[config.mk]
export PLATFORM = sky130hd
export DESIGN_NAME = pattern_scan_top
export DESIGN_NICKNAME = d
export VERILOG_FILES = /design/src/match_pkg.sv /design/src/scan_fsm.sv /design/src/block_counter.sv /design/src/block_matcher.sv /design/src/hit_serializer.sv /design/src/pattern_scan_top.sv
export SDC_FILE = /design/constraint.sdc
export NUM_CORES = 1
export LEC_CHECK = 0
export ABC_AREA = 1
export BUFFER_PORTS_ARGS = -buffer_cell sky130_fd_sc_hd__buf_4
export CORE_MARGIN = 2
export CORE_UTILIZATION = 40
export CTS_CLUSTER_DIAMETER = 30
export DETAILED_ROUTE_END_ITERATION = 10
export GPL_TIMING_DRIVEN = 0
export PLACE_DENSITY = 0.59
export SYNTH_ARGS = -nofsm -noshare
export SYNTH_HDL_FRONTEND = slang
export SYNTH_HIERARCHICAL = 1
export SYNTH_SLANG_ARGS = --single-unit
[constraint.sdc]
create_clock -name clk -period 5.1 [get_ports clk]
set_clock_uncertainty 0.15 [all_clocks]
set_input_delay 1.02 -clock clk [delete_from_list [all_inputs] [get_ports clk]]
set_output_delay 1.02 -clock clk [all_outputs]
set_load 0.005 [all_outputs]
[src/match_pkg.sv]
// geometry of the page scanner: 8 pages of 12 bits per block, 4 blocks per scan
// widths below are derived, so changing the geometry only needs the first few values
// pages_per_block must stay a power of two, since page numbers are built by concatenation
`default_nettype none

package match_pkg;

  localparam int page_bits       = 12;                            // bits per page and pattern
  localparam int pages_per_block = 8;                             // parallel comparators
  localparam int blocks_per_scan = 4;                             // blocks in one scan
  localparam int num_patterns    = 4;                             // pattern slots

  localparam int block_bits      = page_bits * pages_per_block;   // 96 bit block bus
  localparam int total_pages     = pages_per_block * blocks_per_scan;
  localparam int page_num_bits   = $clog2(total_pages);           // global page number, 5
  localparam int page_sel_bits   = $clog2(pages_per_block);       // page inside block, 3
  localparam int block_idx_bits  = $clog2(blocks_per_scan);       // block index, 2
  localparam int count_bits      = $clog2(total_pages + 1);       // match count reaches 32, 6
  localparam int pcount_bits     = 3;                             // pattern count 0..7

  // scan sequencing
  typedef enum logic [1:0] {
    scan_idle  = 2'd0,  // waiting for start
    scan_load  = 2'd1,  // block_ready high, waiting for a block
    scan_drain = 2'd2,  // hits of the current block go out
    scan_done  = 2'd3   // one cycle done pulse
  } scan_state_t;

endpackage

`default_nettype wire

[src/scan_fsm.sv]
// scan sequencer, one block in flight at a time
// start is ignored unless the FSM is idle (busy low)
// a block is only accepted after every hit of the previous block has gone out
// the enum literal scan_done is named with its package scope here,
// since the done output port carries the same name
`default_nettype none

module scan_fsm import match_pkg::*; (
  input  wire  clk,
  input  wire  rst,
  input  wire  start,          // one cycle pulse from host
  input  wire  block_valid,
  input  wire  last_block,     // current block is the last of the scan
  input  wire  hits_left,      // serializer still has pages to send
  output logic block_ready,
  output logic load_patterns,
  output logic clear_counts,
  output logic load_block,     // block handshake
  output logic advance_block,  // last drain cycle of a block
  output logic scan_done,
  output logic busy
);

  scan_state_t state, state_nxt;

  always_ff @(posedge clk or negedge rst) begin
    if (!rst) begin
      state <= scan_idle;
    end else begin
      state <= state_nxt;
    end
  end

  always_comb begin
    state_nxt = state;  // hold by default
    unique case (state)
      scan_idle:  if (start) state_nxt = scan_load;
      scan_load:  if (block_valid) state_nxt = scan_drain;  // hit vector lands on this edge
      scan_drain: begin
        if (!hits_left) begin  // empty block costs exactly one cycle here
          state_nxt = last_block ? match_pkg::scan_done : scan_load;
        end
      end
      match_pkg::scan_done: state_nxt = scan_idle;  // pulse lasts one cycle
      default:    state_nxt = scan_idle;
    endcase
  end

  assign block_ready   = (state == scan_load);
  assign load_block    = block_ready & block_valid;
  assign load_patterns = (state == scan_idle) & start;  // patterns sampled on the start cycle
  assign clear_counts  = (state == scan_idle) & start;
  assign advance_block = (state == scan_drain) & ~hits_left;
  assign scan_done     = (state == match_pkg::scan_done);
  assign busy          = (state != scan_idle);  // drops the cycle after the done pulse

endmodule

`default_nettype wire

[src/block_counter.sv]
// block index and match counter of one scan
// both clear on the start cycle; the match count holds after done until the next start
// the block index wraps to 0 after the last block
`default_nettype none

module block_counter import match_pkg::*; (
  input  wire                        clk,
  input  wire                        rst,
  input  wire                        clear_counts,   // start of a new scan
  input  wire                        advance_block,  // current block fully drained
  input  wire                        match_fire,     // one page sent
  output logic [block_idx_bits-1:0]  block_idx,
  output logic                       last_block,
  output logic [count_bits-1:0]      match_count
);

  always_ff @(posedge clk or negedge rst) begin
    if (!rst) begin
      block_idx   <= '0;
      match_count <= '0;
    end else begin
      if (clear_counts) begin
        block_idx <= '0;
      end else if (advance_block) begin
        block_idx <= block_idx + 1'b1;  // natural wrap after the last block
      end
      if (clear_counts) begin
        match_count <= '0;
      end else if (match_fire) begin
        match_count <= match_count + 1'b1;  // counts 0..32, no overflow in 6 bits
      end
    end
  end

  assign last_block = (block_idx == block_idx_bits'(blocks_per_scan - 1));

endmodule

`default_nettype wire

[src/block_matcher.sv]
// compares all pages of a block against the enabled patterns in one cycle
// pattern_count 0 enables no pattern, counts above num_patterns enable all of them
// patterns and the enable mask are taken on load_patterns and held for the whole scan
// hit_vec bit i belongs to page slice i, page 0 sits in the lowest bits of block_data
`default_nettype none

module block_matcher import match_pkg::*; (
  input  wire                         clk,
  input  wire                         rst,
  input  wire                         load_patterns,
  input  wire  [pcount_bits-1:0]      pattern_count,
  input  wire  [page_bits-1:0]        pattern_0,
  input  wire  [page_bits-1:0]        pattern_1,
  input  wire  [page_bits-1:0]        pattern_2,
  input  wire  [page_bits-1:0]        pattern_3,
  input  wire                         load_block,
  input  wire  [block_bits-1:0]       block_data,
  output logic [pages_per_block-1:0]  hit_vec
);

  logic [page_bits-1:0]       pat_q [num_patterns];  // stored patterns
  logic [num_patterns-1:0]    pat_en;                // one-hot style thermometer mask
  logic [pages_per_block-1:0] hit_d;                 // compare result of the current block

  // enable mask, slot j active when count > j
  always_ff @(posedge clk or negedge rst) begin
    if (!rst) begin
      pat_en <= '0;
    end else if (load_patterns) begin
      for (int j = 0; j < num_patterns; j++) begin
        pat_en[j] <= (pattern_count > pcount_bits'(j));
      end
    end
  end

  always_ff @(posedge clk) begin
    if (load_patterns) begin
      pat_q[0] <= pattern_0;
      pat_q[1] <= pattern_1;
      pat_q[2] <= pattern_2;
      pat_q[3] <= pattern_3;
    end
  end

  // page hits when it equals any enabled pattern
  always_comb begin
    hit_d = '0;
    for (int i = 0; i < pages_per_block; i++) begin
      for (int j = 0; j < num_patterns; j++) begin
        if (pat_en[j] && (block_data[i*page_bits +: page_bits] == pat_q[j])) begin
          hit_d[i] = 1'b1;
        end
      end
    end
  end

  always_ff @(posedge clk) begin
    if (load_block) hit_vec <= hit_d;  // valid from the cycle after the handshake
  end

endmodule

`default_nettype wire

[src/hit_serializer.sv]
// sends the hits of one block as global page numbers, lowest page first
// in the cycle after load_block the fresh hit vector is used directly,
// from then on the pending register holds the pages still to send
// match_page and match_valid hold steady until match_ready takes them
`default_nettype none

module hit_serializer import match_pkg::*; (
  input  wire                         clk,
  input  wire                         rst,
  input  wire                         load_block,
  input  wire  [pages_per_block-1:0]  hit_vec,
  input  wire  [block_idx_bits-1:0]   block_idx,
  input  wire                         match_ready,
  output logic [page_num_bits-1:0]    match_page,
  output logic                        match_valid,
  output logic                        hits_left
);

  logic                       fresh;        // hit_vec was registered on the last edge
  logic [pages_per_block-1:0] pending_q;    // pages not yet sent
  logic [pages_per_block-1:0] pending;      // view used this cycle
  logic [page_sel_bits-1:0]   low_sel;      // lowest pending page
  logic                       fire;

  assign pending = fresh ? hit_vec : pending_q;

  // priority pick, the last assignment wins so the scan runs downwards
  always_comb begin
    low_sel = '0;
    for (int i = pages_per_block - 1; i >= 0; i--) begin
      if (pending[i]) low_sel = page_sel_bits'(i);
    end
  end

  assign match_valid = |pending;
  assign hits_left   = |pending;
  assign fire        = match_valid & match_ready;
  assign match_page  = {block_idx, low_sel};  // block_idx * pages_per_block + page

  always_ff @(posedge clk or negedge rst) begin
    if (!rst) begin
      fresh     <= 1'b0;
      pending_q <= '0;
    end else begin
      fresh     <= load_block;
      pending_q <= fire ? (pending & (pending - 1'b1)) : pending;  // drop lowest set bit
    end
  end

endmodule

`default_nettype wire

[src/pattern_scan_top.sv]
// multi-pattern page scanner, 4 blocks of 8 twelve bit pages per scan
// host starts a scan with start plus patterns, then feeds blocks on a valid/ready pair
// matching pages leave as global page numbers on a second valid/ready pair
// block_data must stay stable while block_valid is high and block_ready low
// match_count is valid from the scan_done pulse until the next start
`default_nettype none

module pattern_scan_top import match_pkg::*; (
  input  wire                       clk,
  input  wire                       rst,
  input  wire                       start,
  input  wire  [pcount_bits-1:0]    pattern_count,
  input  wire  [page_bits-1:0]      pattern_0,
  input  wire  [page_bits-1:0]      pattern_1,
  input  wire  [page_bits-1:0]      pattern_2,
  input  wire  [page_bits-1:0]      pattern_3,
  input  wire  [block_bits-1:0]     block_data,
  input  wire                       block_valid,
  input  wire                       match_ready,
  output logic                      block_ready,
  output logic [page_num_bits-1:0]  match_page,
  output logic                      match_valid,
  output logic [count_bits-1:0]     match_count,
  output logic                      scan_done,
  output logic                      busy
);

  logic                       load_patterns;
  logic                       clear_counts;
  logic                       load_block;
  logic                       advance_block;
  logic                       last_block;
  logic                       hits_left;
  logic                       match_fire;
  logic [block_idx_bits-1:0]  block_idx;
  logic [pages_per_block-1:0] hit_vec;

  assign match_fire = match_valid & match_ready;  // one page leaves

  scan_fsm u_fsm (
    .clk           (clk),
    .rst           (rst),
    .start         (start),
    .block_valid   (block_valid),
    .last_block    (last_block),
    .hits_left     (hits_left),
    .block_ready   (block_ready),
    .load_patterns (load_patterns),
    .clear_counts  (clear_counts),
    .load_block    (load_block),
    .advance_block (advance_block),
    .scan_done     (scan_done),
    .busy          (busy)
  );

  block_counter u_counter (
    .clk           (clk),
    .rst           (rst),
    .clear_counts  (clear_counts),
    .advance_block (advance_block),
    .match_fire    (match_fire),
    .block_idx     (block_idx),
    .last_block    (last_block),
    .match_count   (match_count)
  );

  block_matcher u_matcher (
    .clk           (clk),
    .rst           (rst),
    .load_patterns (load_patterns),
    .pattern_count (pattern_count),
    .pattern_0     (pattern_0),
    .pattern_1     (pattern_1),
    .pattern_2     (pattern_2),
    .pattern_3     (pattern_3),
    .load_block    (load_block),
    .block_data    (block_data),
    .hit_vec       (hit_vec)
  );

  hit_serializer u_serializer (
    .clk         (clk),
    .rst         (rst),
    .load_block  (load_block),
    .hit_vec     (hit_vec),
    .block_idx   (block_idx),
    .match_ready (match_ready),
    .match_page  (match_page),
    .match_valid (match_valid),
    .hits_left   (hits_left)
  );

endmodule

`default_nettype wire

==> impl_metrics.py <==
metrics = {
    "route": {
        "vias": 12800,
        "drc": 0,
        "drt_wl_total_um": 56000,
        "wl_per_cell_um": 24.3,
        "avgViaCountPerCell": 5.57,
        "drtIter0Drc": 2253,
        "first_pass_iters": 9,
        "antenna_left": 0,
    },
    "clock_network": {
        "clock_latency_ps": 360,
        "cts_max_level": 3,
        "cts_resized": 0,
        "numCtsBuffers": 9,
        "ctsHoldBuffers": 0,
        "clock-root-buffer": "clkbuf_16",
        "cts_tree": "built",
        "postCtsSetupBuffers": 0,
        "cts_sinks": 79,
        "clk_pin_slew_ps": 70,
        "cts_buffer_depth": 2,
    },
    "yosys": {
        "yosysMostFrequentCell": "nand2_1",
        "synth.mux.area_fraction_pct": 0,
        "avgSynthCellArea_um2": 5.23,
        "synth_top_area_share_pct": 42.6,
        "yosysSeqAreaShare_pct": 23.9,
        "synth_top_family_by_area": "simple AND/OR/NAND/NOR gates",
        "synth_ff_type": "edfxtp_1",
        "ys_top_cells_by_area": "nand2_1 43%, edfxtp_1 18%, nor2_1 8.1%, inv_1 6.9%, dfrtp_1 6.1%",
        "synth_top_cells_by_count": "1071 x nand2_1, 204 x nor2_1, 173 x inv_1, 56 x edfxtp_1, 45 x nand3_1",
        "synth_edf_count": 56,
        "synthSimpleGateAreaFrac_pct": 55.3,
        "synth.distinct_cells": 29,
        "ys_async_sr_fraction_pct": 29.1,
        "yosysTopAreaCell": "nand2_1",
        "yosys_warnings": 6,
        "postSynthCellCount": 1803,
        "synth-seq-cells": 79,
        "synth_fp_nets": 1957,
        "synth_xor_area_share_pct": 2.23,
        "synth_fa_ha_area_share_pct": 0.265,
        "syn-cell-area_um2": 9440,
        "synth_compound_area_share_pct": 6.83,
    },
    "layout": {
        "nNetsFinal": 2134,
        "synthToLayoutAreaGrowth_pct": 20.4,
        "fin_util_pct": 48.7,
        "drive_gt1_share_pct": 13.9,
        "diodes": 0,
    },
    "grt": {
        "antenna_found_initial": 0,
        "grt_max_degree": 54,
        "track_usage_pct": 44.4,
        "first_global_vias": 11300,
        "grt_pass1_wl_um": 76400,
        "grt-ovfl-total": 0,
    },
    "critical_path": {
        "required_ps": 3930,
        "cp-end-kind": "output pin",
        "critPathMaxFanout": 7,
        "ff2ff_path_depth": 9,
        "rrSetupSlack_ps": 2680,
        "cp.arrival_ps": 1810,
        "r2r_start": "u_matcher/pat_q[0][1]$_DFFE_PP_",
        "worstReg2RegEnd": "u_matcher/hit_vec[6]$_SDFFCE_PP1P_",
        "crit_path_start_kind": "register",
        "path_class": "register to output pin",
        "startpoint": "u_serializer/fresh$_DFF_PN0_",
    },
    "floorplanning": {
        "die_w_um": 158,
        "ios": 167,
        "row_count": 56,
        "die_h_um": 158,
        "start_util_pct": 40.4,
        "core-area_um2": 23300,
        "dieArea_um2": 24800,
    },
    "sta": {
        "fmax_mhz": 336,
        "setup_viol": 0,
        "rsz0062_at_grt": "no",
        "maxSlewViolCount": 0,
        "min_period_ps": 2980,
        "hold_viol_final": 0,
        "tightest_slew_ps": 837,
        "final.setup.tns_ps": 0,
        "maxSlewHeadroom_pct": 44.1,
        "finalCritPeriodShare_pct": 58.4,
    },
    "power": {
        "p_leak_uw": 0.00656,
        "ir_drop_v": 0.000213,
        "power_density_nw_per_um2": 364,
    },
    "place": {
        "numPortBuffers": 166,
        "hpwl_um": 37900,
        "routabilityCongestion": 1.09,
    },
    "flow_run": {
        "drv_cap": 0,
    },
    "outcome": {
        "outcome": "finished clean",
    },
    "hold_path": {
        "hp-class": "input port to async pin",
    },
}
==> area by class of cell <==
class	count	area, um2
fillers	2644	12000
multi-input cells	1483	6100
flip-flops and latches	79	2260
repair buffers	166	1250
inverters	191	717
well taps	319	399
plain buffers	50	362
clock buffers	9	225
clock inverters	7	53.8
==> cell usage in the layout, fill, tap and decap left out, types with 2 or more instances in the layout <==
| cell type | count |
|---|---|
| o21ai_2 | 3 |
| o21ai_1 | 6 |
| nand2_1 | 1071 |
| nor2_4 | 3 |
| o21ai_0 | 29 |
| a31oi_1 | 2 |
| nand3_1 | 45 |
| nand2_4 | 2 |
| nor2_2 | 6 |
| inv_1 | 173 |
| clkbuf_16 | 9 |
| nor2_1 | 204 |
| nor3_1 | 2 |
| edfxtp_1 | 56 |
| buf_2 | 10 |
| nand2_2 | 12 |
| ha_1 | 2 |
| clkinv_4 | 2 |
| a21oi_1 | 35 |
| xnor2_1 | 24 |
| buf_4 | 203 |
| o211ai_1 | 32 |
| inv_4 | 2 |
| buf_6 | 3 |
| inv_2 | 17 |
| dfrtp_1 | 23 |
| clkinv_1 | 2 |
==> routing by layer <==
metal,vias to the layer above,share of wire (%),GRT usage (%)
li1,5789,-,-
met1,5580,36,55.8
met2,1123,39,63.5
met3,350,15,14.5
met4,0,9.7,32.4
met5,-,0,0
==> worst max-delay path: stages, from the launching register on <==
cell and delay, ps:
dfrtp_1 430, inv_2 100, nand2_2 70, nand2_2 60, nor2_2 210, inv_2 110, nor2_8 120, nand2_4 90
buf_4 150, buf_4 120
==> worst max-delay path by stage <==
stage,endpoint,slack (ps),depth (start not counted)
2_1_floorplan,u_matcher/pat_en[0]$_DFFE_PN0P_,2670,6
5_1_grt,match_page[0],2010,10
4_1_cts,match_valid,2120,9
3_5_place_dp,u_matcher/pat_en[0]$_DFFE_PN0P_,2210,7
3_3_place_gp,u_matcher/pat_en[2]$_DFFE_PN0P_,2250,8
6_report,match_valid,2120,9
==> stage by stage <==
| stage | instances | hold slack, ps | setup slack [ps] | area, um2 | power (uW) |
|---|---|---|---|---|---|
| global placement | 2288 | 373 | 2250 | 11100 | 3300 |
| finish | 2304 | 407 | 2120 | 11400 | 4140 |
| floorplan | 1803 | 361 | 2670 | 9440 | 2290 |
| detailed placement | 2288 | 379 | 2210 | 11100 | 3320 |
| CTS | 2304 | 404 | 2120 | 11400 | 3990 |
| global route | 2304 | 421 | 2010 | 11400 | 4270 |
==> state kept, by name, indices dropped and copies added, names as in the netlist <==
register                flops
u_counter/match_count       6
u_serializer/pending_q      8
u_matcher/hit_vec           8
u_matcher/pat_en            4
u_counter/block_idx         2
u_matcher/pat_q            48
u_serializer/fresh          1
u_fsm/state                 2
==> power by group <==
group	switching (uW)	internal [uW]	total [uW]
Combinational	1750	717	2470
Sequential	137	869	1010
Clock	327	337	664
==> cell families (layout without fill, tap and decap cells) <==
logic type / after synthesis / after routing
XOR/XNOR: 24 / 24
AND/OR/NAND/NOR: 1348 / 1348
adder cells (fa/ha/maj): 2 / 2
AO/OA/AOI/OAI: 109 / 109
buffers and inverters: 241 / 423
flip-flops: 79 / 79
Power figures use the tool's default switching activity.
